==> src/rtl/eFpgaCfgPkg.sv <==
package eFpgaCfgPkg;

	localparam int FrameBitsPerRow = 32;	// one frame word, one row register
	localparam int FrameSelectWidth = 5;	// column field at the top of the FAR
	localparam int RowSelectWidth = 5;

	// config words, the FAR and row data all share this width
	typedef logic [FrameBitsPerRow-1:0] cfgWord_t;

	typedef logic [FrameSelectWidth-1:0] colSel_t;
	typedef logic [RowSelectWidth-1:0] rowSel_t;
	typedef logic [31:0] wbAddr_t;

	// the sequencer takes the FAR first and then one word per row
	typedef enum logic {
		SeqFar,
		SeqRows
	} seqState_e;

endpackage

==> src/rtl/frameBusIf.sv <==
`timescale 1ns/1ps

interface frameBusIf #(
	parameter int NumberOfRows = 4
);

	logic writeStrobe;
	eFpgaCfgPkg::rowSel_t rowSelect;
	eFpgaCfgPkg::cfgWord_t writeData;
	logic longFrameStrobe;
	eFpgaCfgPkg::cfgWord_t far;	// frame address register
	logic lastRow;

	// high while the row write targets the last row of a frame
	assign lastRow = (rowSelect == eFpgaCfgPkg::rowSel_t'(NumberOfRows - 1));

	modport seq (
		output writeStrobe, rowSelect, writeData, longFrameStrobe, far,
		input lastRow
	);
	modport store (input writeStrobe, rowSelect, writeData, longFrameStrobe, far);
	modport monitor (input far);

endinterface

==> src/rtl/wbConfigPort.sv <==
`timescale 1ns/1ps

module wbConfigPort #(
	parameter eFpgaCfgPkg::wbAddr_t CfgAddr = 32'h3000_0000
) (
	input logic wb_clk_i,
	input logic rstN_i,
	input logic wbsStb_i,
	input logic wbsCyc_i,
	input logic wbsWe_i,
	input logic [eFpgaCfgPkg::FrameBitsPerRow/8-1:0] wbsSel_i,
	input eFpgaCfgPkg::wbAddr_t wbsAdr_i,
	input eFpgaCfgPkg::cfgWord_t wbsDat_i,
	output logic wbsAck_o,
	output eFpgaCfgPkg::cfgWord_t wbsDat_o,
	output logic req_o,
	input logic gnt_i,
	output eFpgaCfgPkg::cfgWord_t word_o,
	frameBusIf.monitor frame
);

	logic busHit;
	logic isCfg;
	logic cfgWrite;
	logic accept;	// new bus cycle can be taken

	assign busHit = wbsStb_i && wbsCyc_i;
	assign isCfg = (wbsAdr_i == CfgAddr);
	assign cfgWrite = busHit && wbsWe_i && isCfg && (&wbsSel_i);	// full word only
	// the ack cycle still shows stb, so skip it and any pending request
	assign accept = busHit && !req_o && !wbsAck_o;

	always_ff @(posedge wb_clk_i) begin
		if (!rstN_i) begin
			req_o <= 1'b0;
			wbsAck_o <= 1'b0;
		end else begin
			wbsAck_o <= 1'b0;
			if (req_o) begin
				if (gnt_i) begin
					req_o <= 1'b0;
					wbsAck_o <= 1'b1;	// config write done once granted
				end
			end else if (accept) begin
				if (cfgWrite)
					req_o <= 1'b1;
				else
					wbsAck_o <= 1'b1;	// reads and ignored writes
			end
		end
	end

	always_ff @(posedge wb_clk_i) begin
		if (accept) begin
			word_o <= wbsDat_i;	// held steady while req_o is up
			wbsDat_o <= isCfg ? frame.far : '0;
		end
	end

endmodule

==> src/rtl/bitbangLoader.sv <==
`timescale 1ns/1ps

module bitbangLoader (
	input logic wb_clk_i,
	input logic rstN_i,
	input logic sClk_i,
	input logic sData_i,
	output logic req_o,
	input logic gnt_i,
	output eFpgaCfgPkg::cfgWord_t word_o
);

	localparam int CntWidth = $clog2(eFpgaCfgPkg::FrameBitsPerRow);

	logic [2:0] sClkSync;	// two sync stages plus one for the edge
	logic [1:0] sDataSync;
	logic sClkRise;
	logic [CntWidth-1:0] bitCnt;
	logic wordDone;
	eFpgaCfgPkg::cfgWord_t shiftReg;

	assign sClkRise = sClkSync[1] && !sClkSync[2];
	assign wordDone = sClkRise && (bitCnt == CntWidth'(eFpgaCfgPkg::FrameBitsPerRow - 1));

	always_ff @(posedge wb_clk_i) begin
		if (!rstN_i) begin
			sClkSync <= '0;
			sDataSync <= '0;
			bitCnt <= '0;
			req_o <= 1'b0;
		end else begin
			sClkSync <= {sClkSync[1:0], sClk_i};
			sDataSync <= {sDataSync[0], sData_i};
			if (sClkRise)
				bitCnt <= bitCnt + 1'b1;	// wraps after the last bit
			if (wordDone)
				req_o <= 1'b1;
			else if (gnt_i)
				req_o <= 1'b0;
		end
	end

	// msb first
	always_ff @(posedge wb_clk_i) begin
		if (sClkRise)
			shiftReg <= {shiftReg[eFpgaCfgPkg::FrameBitsPerRow-2:0], sDataSync[1]};
		if (wordDone)
			word_o <= {shiftReg[eFpgaCfgPkg::FrameBitsPerRow-2:0], sDataSync[1]};
	end

endmodule

==> src/rtl/configArbiter.sv <==
`timescale 1ns/1ps

module configArbiter (
	input logic wb_clk_i,
	input logic rstN_i,
	input logic wbReq_i,
	input eFpgaCfgPkg::cfgWord_t wbWord_i,
	output logic wbGnt_o,
	input logic bbReq_i,
	input eFpgaCfgPkg::cfgWord_t bbWord_i,
	output logic bbGnt_o,
	output logic cfgStrobe_o,
	output eFpgaCfgPkg::cfgWord_t cfgData_o
);

	logic bbWonLast;	// set at reset so wishbone wins the first tie
	logic pickBb;

	// one idle cycle between words keeps the FAR stable through the long strobe
	always_comb begin
		pickBb = bbReq_i && (!wbReq_i || !bbWonLast);
		wbGnt_o = wbReq_i && !pickBb && !cfgStrobe_o;
		bbGnt_o = pickBb && !cfgStrobe_o;
	end

	always_ff @(posedge wb_clk_i) begin
		if (!rstN_i) begin
			bbWonLast <= 1'b1;
			cfgStrobe_o <= 1'b0;
		end else begin
			cfgStrobe_o <= wbGnt_o || bbGnt_o;
			if (wbGnt_o)
				bbWonLast <= 1'b0;
			else if (bbGnt_o)
				bbWonLast <= 1'b1;
		end
	end

	always_ff @(posedge wb_clk_i) begin
		if (wbGnt_o)
			cfgData_o <= wbWord_i;
		else if (bbGnt_o)
			cfgData_o <= bbWord_i;
	end

endmodule

==> src/rtl/frameSequencer.sv <==
`timescale 1ns/1ps

module frameSequencer #(
	parameter int NumberOfRows = 4
) (
	input logic wb_clk_i,
	input logic rstN_i,
	input logic cfgStrobe_i,
	input eFpgaCfgPkg::cfgWord_t cfgData_i,
	frameBusIf.seq frame
);

	eFpgaCfgPkg::seqState_e state;
	eFpgaCfgPkg::rowSel_t rowCnt;	// next row to be written

	always_ff @(posedge wb_clk_i) begin
		if (!rstN_i) begin
			state <= eFpgaCfgPkg::SeqFar;
			rowCnt <= '0;
			frame.writeStrobe <= 1'b0;
			frame.rowSelect <= '0;
			frame.longFrameStrobe <= 1'b0;
			frame.far <= '0;
		end else begin
			frame.writeStrobe <= 1'b0;
			// fires once the last row register has taken its word
			frame.longFrameStrobe <= frame.writeStrobe && frame.lastRow;
			if (cfgStrobe_i) begin
				case (state)
					eFpgaCfgPkg::SeqFar: begin
						frame.far <= cfgData_i;
						rowCnt <= '0;
						state <= eFpgaCfgPkg::SeqRows;
					end
					eFpgaCfgPkg::SeqRows: begin
						frame.writeStrobe <= 1'b1;
						frame.rowSelect <= rowCnt;
						if (rowCnt == eFpgaCfgPkg::rowSel_t'(NumberOfRows - 1))
							state <= eFpgaCfgPkg::SeqFar;
						else
							rowCnt <= rowCnt + 1'b1;
					end
					default: state <= eFpgaCfgPkg::SeqFar;
				endcase
			end
		end
	end

	always_ff @(posedge wb_clk_i) begin
		if (cfgStrobe_i && state == eFpgaCfgPkg::SeqRows)
			frame.writeData <= cfgData_i;
	end

endmodule

==> src/rtl/frameStore.sv <==
`timescale 1ns/1ps

module frameStore #(
	parameter int NumberOfRows = 4,
	parameter int NumberOfCols = 4,
	parameter int MaxFramesPerCol = 8
) (
	input logic wb_clk_i,
	input logic rstN_i,
	frameBusIf.store frame,
	output logic [NumberOfRows*eFpgaCfgPkg::FrameBitsPerRow-1:0] frameData_o,
	output logic [NumberOfCols*MaxFramesPerCol-1:0] frameStrobe_o
);

	localparam int WordBits = eFpgaCfgPkg::FrameBitsPerRow;

	eFpgaCfgPkg::colSel_t colSel;

	assign colSel = frame.far[WordBits-1 -: eFpgaCfgPkg::FrameSelectWidth];

	for (genvar r = 0; r < NumberOfRows; r++) begin : gRow
		eFpgaCfgPkg::cfgWord_t rowReg;

		always_ff @(posedge wb_clk_i) begin
			if (!rstN_i)
				rowReg <= '0;
			else if (frame.writeStrobe && frame.rowSelect == eFpgaCfgPkg::rowSel_t'(r))
				rowReg <= frame.writeData;
		end

		assign frameData_o[r*WordBits +: WordBits] = rowReg;	// row 0 in the low bits
	end

	// a column index past the last column matches nothing
	for (genvar c = 0; c < NumberOfCols; c++) begin : gCol
		assign frameStrobe_o[c*MaxFramesPerCol +: MaxFramesPerCol] =
			(frame.longFrameStrobe && colSel == eFpgaCfgPkg::colSel_t'(c)) ?
			frame.far[MaxFramesPerCol-1:0] : '0;
	end

endmodule

==> src/rtl/eFpgaConfigTop.sv <==
`timescale 1ns/1ps

module eFpgaConfigTop #(
	parameter int NumberOfRows = 4,
	parameter int NumberOfCols = 4,
	parameter int MaxFramesPerCol = 8,
	parameter eFpgaCfgPkg::wbAddr_t CfgAddr = 32'h3000_0000
) (
	input logic wb_clk_i,
	input logic rstN_i,
	// wishbone slave
	input logic wbsStb_i,
	input logic wbsCyc_i,
	input logic wbsWe_i,
	input logic [eFpgaCfgPkg::FrameBitsPerRow/8-1:0] wbsSel_i,
	input eFpgaCfgPkg::wbAddr_t wbsAdr_i,
	input eFpgaCfgPkg::cfgWord_t wbsDat_i,
	output logic wbsAck_o,
	output eFpgaCfgPkg::cfgWord_t wbsDat_o,
	// bit-bang pins
	input logic sClk_i,
	input logic sData_i,
	// to the fabric
	output logic [NumberOfRows*eFpgaCfgPkg::FrameBitsPerRow-1:0] frameData_o,
	output logic [NumberOfCols*MaxFramesPerCol-1:0] frameStrobe_o
);

	logic wbReq, wbGnt, bbReq, bbGnt, cfgStrobe;
	eFpgaCfgPkg::cfgWord_t wbWord, bbWord, cfgData;

	frameBusIf #(.NumberOfRows(NumberOfRows)) frameBus ();

	wbConfigPort #(.CfgAddr(CfgAddr)) wbPort_i (
		.wb_clk_i, .rstN_i, .wbsStb_i, .wbsCyc_i, .wbsWe_i, .wbsSel_i, .wbsAdr_i,
		.wbsDat_i, .wbsAck_o, .wbsDat_o,
		.req_o(wbReq), .gnt_i(wbGnt), .word_o(wbWord), .frame(frameBus.monitor)
	);

	bitbangLoader bbLoader_i (
		.wb_clk_i, .rstN_i, .sClk_i, .sData_i,
		.req_o(bbReq), .gnt_i(bbGnt), .word_o(bbWord)
	);

	configArbiter arbiter_i (
		.wb_clk_i, .rstN_i,
		.wbReq_i(wbReq), .wbWord_i(wbWord), .wbGnt_o(wbGnt),
		.bbReq_i(bbReq), .bbWord_i(bbWord), .bbGnt_o(bbGnt),
		.cfgStrobe_o(cfgStrobe), .cfgData_o(cfgData)
	);

	frameSequencer #(.NumberOfRows(NumberOfRows)) sequencer_i (
		.wb_clk_i, .rstN_i, .cfgStrobe_i(cfgStrobe), .cfgData_i(cfgData),
		.frame(frameBus.seq)
	);

	frameStore #(
		.NumberOfRows(NumberOfRows),
		.NumberOfCols(NumberOfCols),
		.MaxFramesPerCol(MaxFramesPerCol)
	) store_i (
		.wb_clk_i, .rstN_i, .frame(frameBus.store), .frameData_o, .frameStrobe_o
	);

endmodule

==> config.mk <==
export PLATFORM = sky130hd
export DESIGN_NAME = eFpgaConfigTop
export DESIGN_NICKNAME = d
export VERILOG_FILES = /design/src/rtl/eFpgaCfgPkg.sv /design/src/rtl/frameBusIf.sv /design/src/rtl/wbConfigPort.sv /design/src/rtl/bitbangLoader.sv /design/src/rtl/configArbiter.sv /design/src/rtl/frameSequencer.sv /design/src/rtl/frameStore.sv /design/src/rtl/eFpgaConfigTop.sv
export SDC_FILE = /design/constraint.sdc
export NUM_CORES = 1
export LEC_CHECK = 0
export BUFFER_PORTS_ARGS = -buffer_cell sky130_fd_sc_hd__clkbuf_2
export CELL_PAD_IN_SITES_DETAIL_PLACEMENT = 2
export CELL_PAD_IN_SITES_GLOBAL_PLACEMENT = 2
export CORE_ASPECT_RATIO = 1.5
export CORE_MARGIN = 3
export CORE_UTILIZATION = 36
export CTS_CLUSTER_SIZE = 40
export DETAILED_ROUTE_END_ITERATION = 10
export GPL_TIMING_DRIVEN = 0
export PLACE_DENSITY_LB_ADDON = 0.08
export SKIP_LAST_GASP = 1
export SLEW_MARGIN = 0
export SYNTH_ARGS = -nofsm -noshare
export SYNTH_HDL_FRONTEND = slang
export SYNTH_SLANG_ARGS = --single-unit
==> constraint.sdc <==
create_clock -name wb_clk_i -period 7.29 [get_ports wb_clk_i]
set_clock_uncertainty 0.1 [all_clocks]
set_input_delay 0.3645 -clock wb_clk_i [delete_from_list [all_inputs] [get_ports wb_clk_i]]
set_output_delay 0.3645 -clock wb_clk_i [all_outputs]
set_load 0.02 [all_outputs]
# Yosys cells after proc, flatten, opt, wreduce, memory -nomap -nowiden
# Cells that the tools add are included.
# op_classes
n_addsub	2
mul	0
div	0
magnitude_cmp	0
n_eq_ne	10
shift	0
mux	23
bitwise_logic	1
reduce_logical	38
# op_table
cell	n
$mux W32	2
$eq A32 B30 Y1 const B	1
$mux W8	4
$eq A5 B2 Y1 const B	5
$logic_and A1 B1 Y1	21
$mux W1	14
$add A5 B1 Y5 const B	2
$eq A5 B1 Y1 const B	2
$logic_not A5 Y1	2
$pmux W5 S2	1
$reduce_and A2 Y1	4
$logic_not A1 Y1	6
$eq A5 B5 Y1 const B	1
$mux W5	1
$reduce_and A4 Y1	1
$reduce_bool A2 Y1	2
$logic_or A1 B1 Y1	2
$ne A2 B2 Y1 const B	1
$pmux W1 S2	1
$not A1 Y1	1
# word_totals
register_bits	379
latchBits	0
ram_bits	0
rom_bits	0
in_bits	75
output_inout_bits	193
word_cells	98
n_memories	0

# Longest topological paths before layout
# logic_depth
depth_word	8
depth_mapped	6

# Modules after synthesis
# From an unflattened synthesis, not the netlist that was laid out.
# unflattened
hier_cells	1039
area_unflattened_um2	14163.6
# modules_own_cells
module	instances	cells_each	area_per_inst_um2	seq_area_each_um2
frameStore	1	494	5043.6	2562.5
frameSequencer	1	237	2813.9	1861.8
wbConfigPort	1	124	2352.3	1961.9
bitbangLoader	1	101	2338.5	2112.0
configArbiter	1	81	1599.0	1001.0
eFpgaConfigTop	1	2	16.3	0.0

# Worst setup path before layout
# Ideal clock, no wire load.
# synth_timing
path_kind	register to register
from	register wbPort_i.wbsAck_o
to	register wbPort_i.req_o
t_arrival_ns	5.543
required_time_ns	7.133
slack_ns	1.589
path_stages_with_launch	4
path_buffers	0
period_less_slack_ns	5.701
cell_sequence	dfxtp_1 nor3_1 and3_1 a21o_1
# synth_between
elab_chain_cells	4
# synth_rtl
element	line	source
from (decl)	wbConfigPort.sv:14	output logic wbsAck_o,
from (signal assigned)	wbConfigPort.sv:36	wbsAck_o <= 1'b0;
from (signal assigned)	wbConfigPort.sv:38	wbsAck_o <= 1'b0;
from (signal assigned)	wbConfigPort.sv:42	wbsAck_o <= 1'b1;
$logic_not A1 Y1	wbConfigPort.sv:31	assign accept = busHit && !req_o && !wbsAck_o;
$logic_and A1 B1 Y1	wbConfigPort.sv:31	
named net wbPort_i.accept	wbConfigPort.sv:25	logic accept;
$mux W1	wbConfigPort.sv:44	end else if (accept) begin
$mux W1	wbConfigPort.sv:39	if (req_o) begin
to (signal assigned)	wbConfigPort.sv:35	req_o <= 1'b0;
to (signal assigned)	wbConfigPort.sv:41	req_o <= 1'b0;
to (signal assigned)	wbConfigPort.sv:46	req_o <= 1'b1;
to (decl)	wbConfigPort.sv:16	output logic req_o,
# The timed path passes the listed nets, and every way through them passes these cells.
# A chain may end at the register's enable or synchronous reset.

# Worst setup path in the final report
# layout_timing
from	register sequencer_i.frame.far[31]
to	output port frameStrobe_o[2]
# layout_between
elab_chain_cells	3
# layout_rtl
element	line	source
from (decl)	frameBusIf.sv:18	output writeStrobe, rowSelect, writeData, longFrameStrobe, far,
from (signal assigned)	frameSequencer.sv:31	frame.far <= cfgData_i;
$logic_not A5 Y1	frameStore.sv:37	(frame.longFrameStrobe && colSel == eFpgaCfgPkg::colSel_t'(c)) ?
$logic_and A1 B1 Y1	frameStore.sv:37	
$mux W8	frameStore.sv:37	
to (decl)	eFpgaConfigTop.sv:25	output logic [NumberOfCols*MaxFramesPerCol-1:0] frameStrobe_o
# Every way passes these cells.

==> out/metrics.yaml <==
seq_area_um2: 9500
coreArea_um2: 37700
fin_crit_sh_pct: 46.7
grt_pass1_wl_um: 60800
cts_setup_buffers: 0
vias: 9489
max_slew.worst_pin.slew_ns: 0.988
cts_hold_buffers: 34
wl_um: 39800
cts_tree: "done"
yosysSeqAreaShare_pct: 69.2
r2r_slack_ns: 4.96
globalRouteOverflowTotal: 0
arrival_ns: 2.94
final_common_cell: "nand2_1"
syn_area_um2: 13700
fill_cells: 3899
drive_gt1_share_pct: 25.9
final_cell_mix: "nand2_1 (337), clkbuf_2 (267), edfxtp_1 (191)"
crit_fanout: 8
slew_viol_final: 0
maxCapViolCount: 0
clock_latency_ns: 0.54
seqPwrFrac_pct: 52.4
r2r-end: "bbLoader_i.word_o[5]"
hold_violations: 0
final_nets: 1560
place_hpwl_um: 29800
p_int_w: 0.00343
crit_cells: 4
finalCriticalPeriod_ns: 3.41
htree_levels: 2
fin_total_pwr_w: 0.00432
end_kind: "primary output"
slew_headroom_pct: 33.9
yosys_register_bits: 379
fmax_mhz: 294
antennaDiodeCount: 0
areaGrowthSynthToFinish_pct: 26.6
synthCells: 1134
grt_pass1_vias: 10355
synth-edff-count: 191
pre_cts_ws_ns: 4.27
async_flop_share_pct: 0
cp_num_buf_inv: 1
first_pass_iters: 4
wire_per_inst_um: 19.9
crit_chain: "nor4b_1 -> nor3b_1 -> and2_1 -> clkbuf_2"
worst_setup_path_start_kind: "flip-flop"
antenna_found_initial: 0
grt_max_degree: 38
drtIter0Drc: 368
crit_path_end: "frameStrobe_o[2]"
root_buffer: "clkbuf_16"
crit_type: "flip-flop to primary output"
finalSetupViolations: 0
regToRegStartpoint: "bbLoader_i.sClkSync[1]"
hp-class: "input pin to flip-flop"
critical_path_required_ns: 6.83
p_clk_share_pct: 45.3
die-area_um2: 40500
cts_buffer_depth: 3
peakVddDrop_v: 0.000212
row_count: 87
rsz0062_at_grt: "false"
p_leak_nw: 6.46
multi_input_area_um2: 3910
die_y_um: 245
drt-vias-per-instance: 4.75
cp_top_family: "simple AND/OR/NAND/NOR gates"
post_cts_resized: 0
startpoint: "sequencer_i.frame.far[31]"
outcome: "finished, final reports clean"
yosys_most_used_dff: "edfxtp_1"
p_sw_w: 0.000892
die_x_um: 165
slowest_stage: "nor4b_1"
portBuffers: 266
netlist-cell-type-count: 39
switching_share_pct: 20.6
avgSynthCellArea_um2: 12.1
power.density_nw_per_um2: 249
initial_core_util_pct: 36.4
io_pins: 268
cts.clk_slew.worst_paths_ns: 0.07
yosysWarnings: 0
place_congestion: 0.727
ff2ff_path_depth: 4
comb_power_share_pct: 2.3
slowest_delay_ns: 0.85
drt.antenna.violating_nets: 0
cts_made_buffers: 38
drc: 0
syn_nets: 1212
gr-usage-all-layers_pct: 19.7
setup_ws_ns: 3.88
numClockSinks: 379
==> kinds of logic (layout without fill, tap and decap cells) <==
family	after synthesis	count (layout)	share of synthesized area (%)
compound gates	175	175	9.53
xor+xnor	6	6	0.383
fa+ha+maj	3	3	0.274
buf+inv	67	443	2.39
flops	379	379	69.2
mux	34	34	2.77
simple gates	470	470	15.4
==> registers in the layout (all words and copies together), names as in the netlist, 2 cells and up <==
register                     flops
sequencer_i.frame.rowSelect      5
wbPort_i.word_o                 32
sequencer_i.rowCnt               5
arbiter_i.cfgData_o             32
sequencer_i.frame.writeData     32
store_i.gRow.rowReg            128
bbLoader_i.bitCnt                5
bbLoader_i.shiftReg             31
sequencer_i.frame.far           32
bbLoader_i.sDataSync             2
bbLoader_i.sClkSync              3
bbLoader_i.word_o               32
wbPort_i.wbsDat_o               32
==> routing by layer <==
metal  track usage (%)  routed length (um)  vias up
met5                 0                   0        -
met4              5.09                 896        0
met1              22.4               15400     4721
li1                  -                   -     4545
met3              2.75                1290       47
met2              37.8               22100      176
==> cell type report <==
cell class | instances | area share [%]
clock inverter | 21 | 1.30
clock buffer | 47 | 5.79
tap | 489 | 3.52
buffer | 65 | 1.85
timing repair buffer | 308 | 10.3
sequential | 379 | 54.7
multi-input combinational | 688 | 22.5
inverter | 2 | 0.0432
==> worst reg2reg max path, stage by stage (launching register included) <==
cell	delay, ns
dfxtp_1	0.33
nor2b_1	0.15
clkbuf_2	0.35
buf_12	0.24
and2_2	0.78
==> synth_stat cells (all sizes together) (2+ instances only) <==
| master | number | area (um2) |
|---|---|---|
| a21boi | 167 | 1250 |
| and2 | 75 | 469 |
| and3 | 6 | 37.5 |
| and3b | 3 | 26.3 |
| buf | 22 | 159 |
| clkbuf | 43 | 161 |
| dfxtp | 188 | 3760 |
| edfxtp | 191 | 5740 |
| ha | 3 | 37.5 |
| inv | 2 | 7.51 |
| mux2 | 32 | 360 |
| mux2i | 2 | 20.0 |
| nand2 | 337 | 1260 |
| nand2b | 6 | 37.5 |
| nand3 | 4 | 20.0 |
| nand3b | 3 | 22.5 |
| nand4 | 5 | 31.3 |
| nor2 | 8 | 30.0 |
| nor2b | 7 | 43.8 |
| nor3 | 2 | 10.0 |
| nor3b | 2 | 20.0 |
| nor4 | 7 | 43.8 |
| nor4b | 2 | 32.5 |
| o21a | 3 | 22.5 |
| xnor2 | 2 | 17.5 |
| xor2 | 4 | 35.0 |
==> worst min path at each step <==
stage	cells after the start	end	start	slack [ns]
after floorplan	0	bbLoader_i.word_o[31]	bbLoader_i.shiftReg[30]	0.30
after global placement	0	bbLoader_i.word_o[31]	bbLoader_i.shiftReg[30]	0.31
after detailed placement	0	bbLoader_i.word_o[31]	bbLoader_i.shiftReg[30]	0.32
after CTS	2	store_i.gRow[2].rowReg[22]	rstN_i	0.13
after global routing	2	store_i.gRow[0].rowReg[2]	rstN_i	0.15
final	2	store_i.gRow[0].rowReg[0]	rstN_i	0.14
==> power by group through the flow <==
stage / combinational, W / clock [W] / sequential [W]
final: 0.000101 / 0.00196 / 0.00226
after global routing: 0.000110 / 0.00211 / 0.00226
after CTS: 0.000103 / 0.00202 / 0.00226
after detailed placement: 0.0000887 / 0 / 0.00231
after global placement: 0.0000813 / 0 / 0.00231
after floorplan: 0.0000319 / 0 / 0.00231
==> stage by stage <==
| stage | hold slack (ns) | instance area, um2 | setup TNS, ns | util, % | instances |
|---|---|---|---|---|---|
| 2_1_floorplan | 0.300 | 13700 | 0 | - | 1134 |
| 3_3_place_gp | 0.308 | 15700 | -74.56 | 41.6 | 1889 |
| 3_5_place_dp | 0.315 | 15800 | 0 | 41.9 | 1896 |
| 4_1_cts | 0.130 | 17300 | 0 | 46.0 | 1998 |
| 5_1_grt | 0.146 | 17400 | 0 | 46.1 | 1999 |
| 6_report | 0.138 | 17400 | 0 | 46.1 | 1999 |
Note: power is estimated with default switching activity, not from simulation.
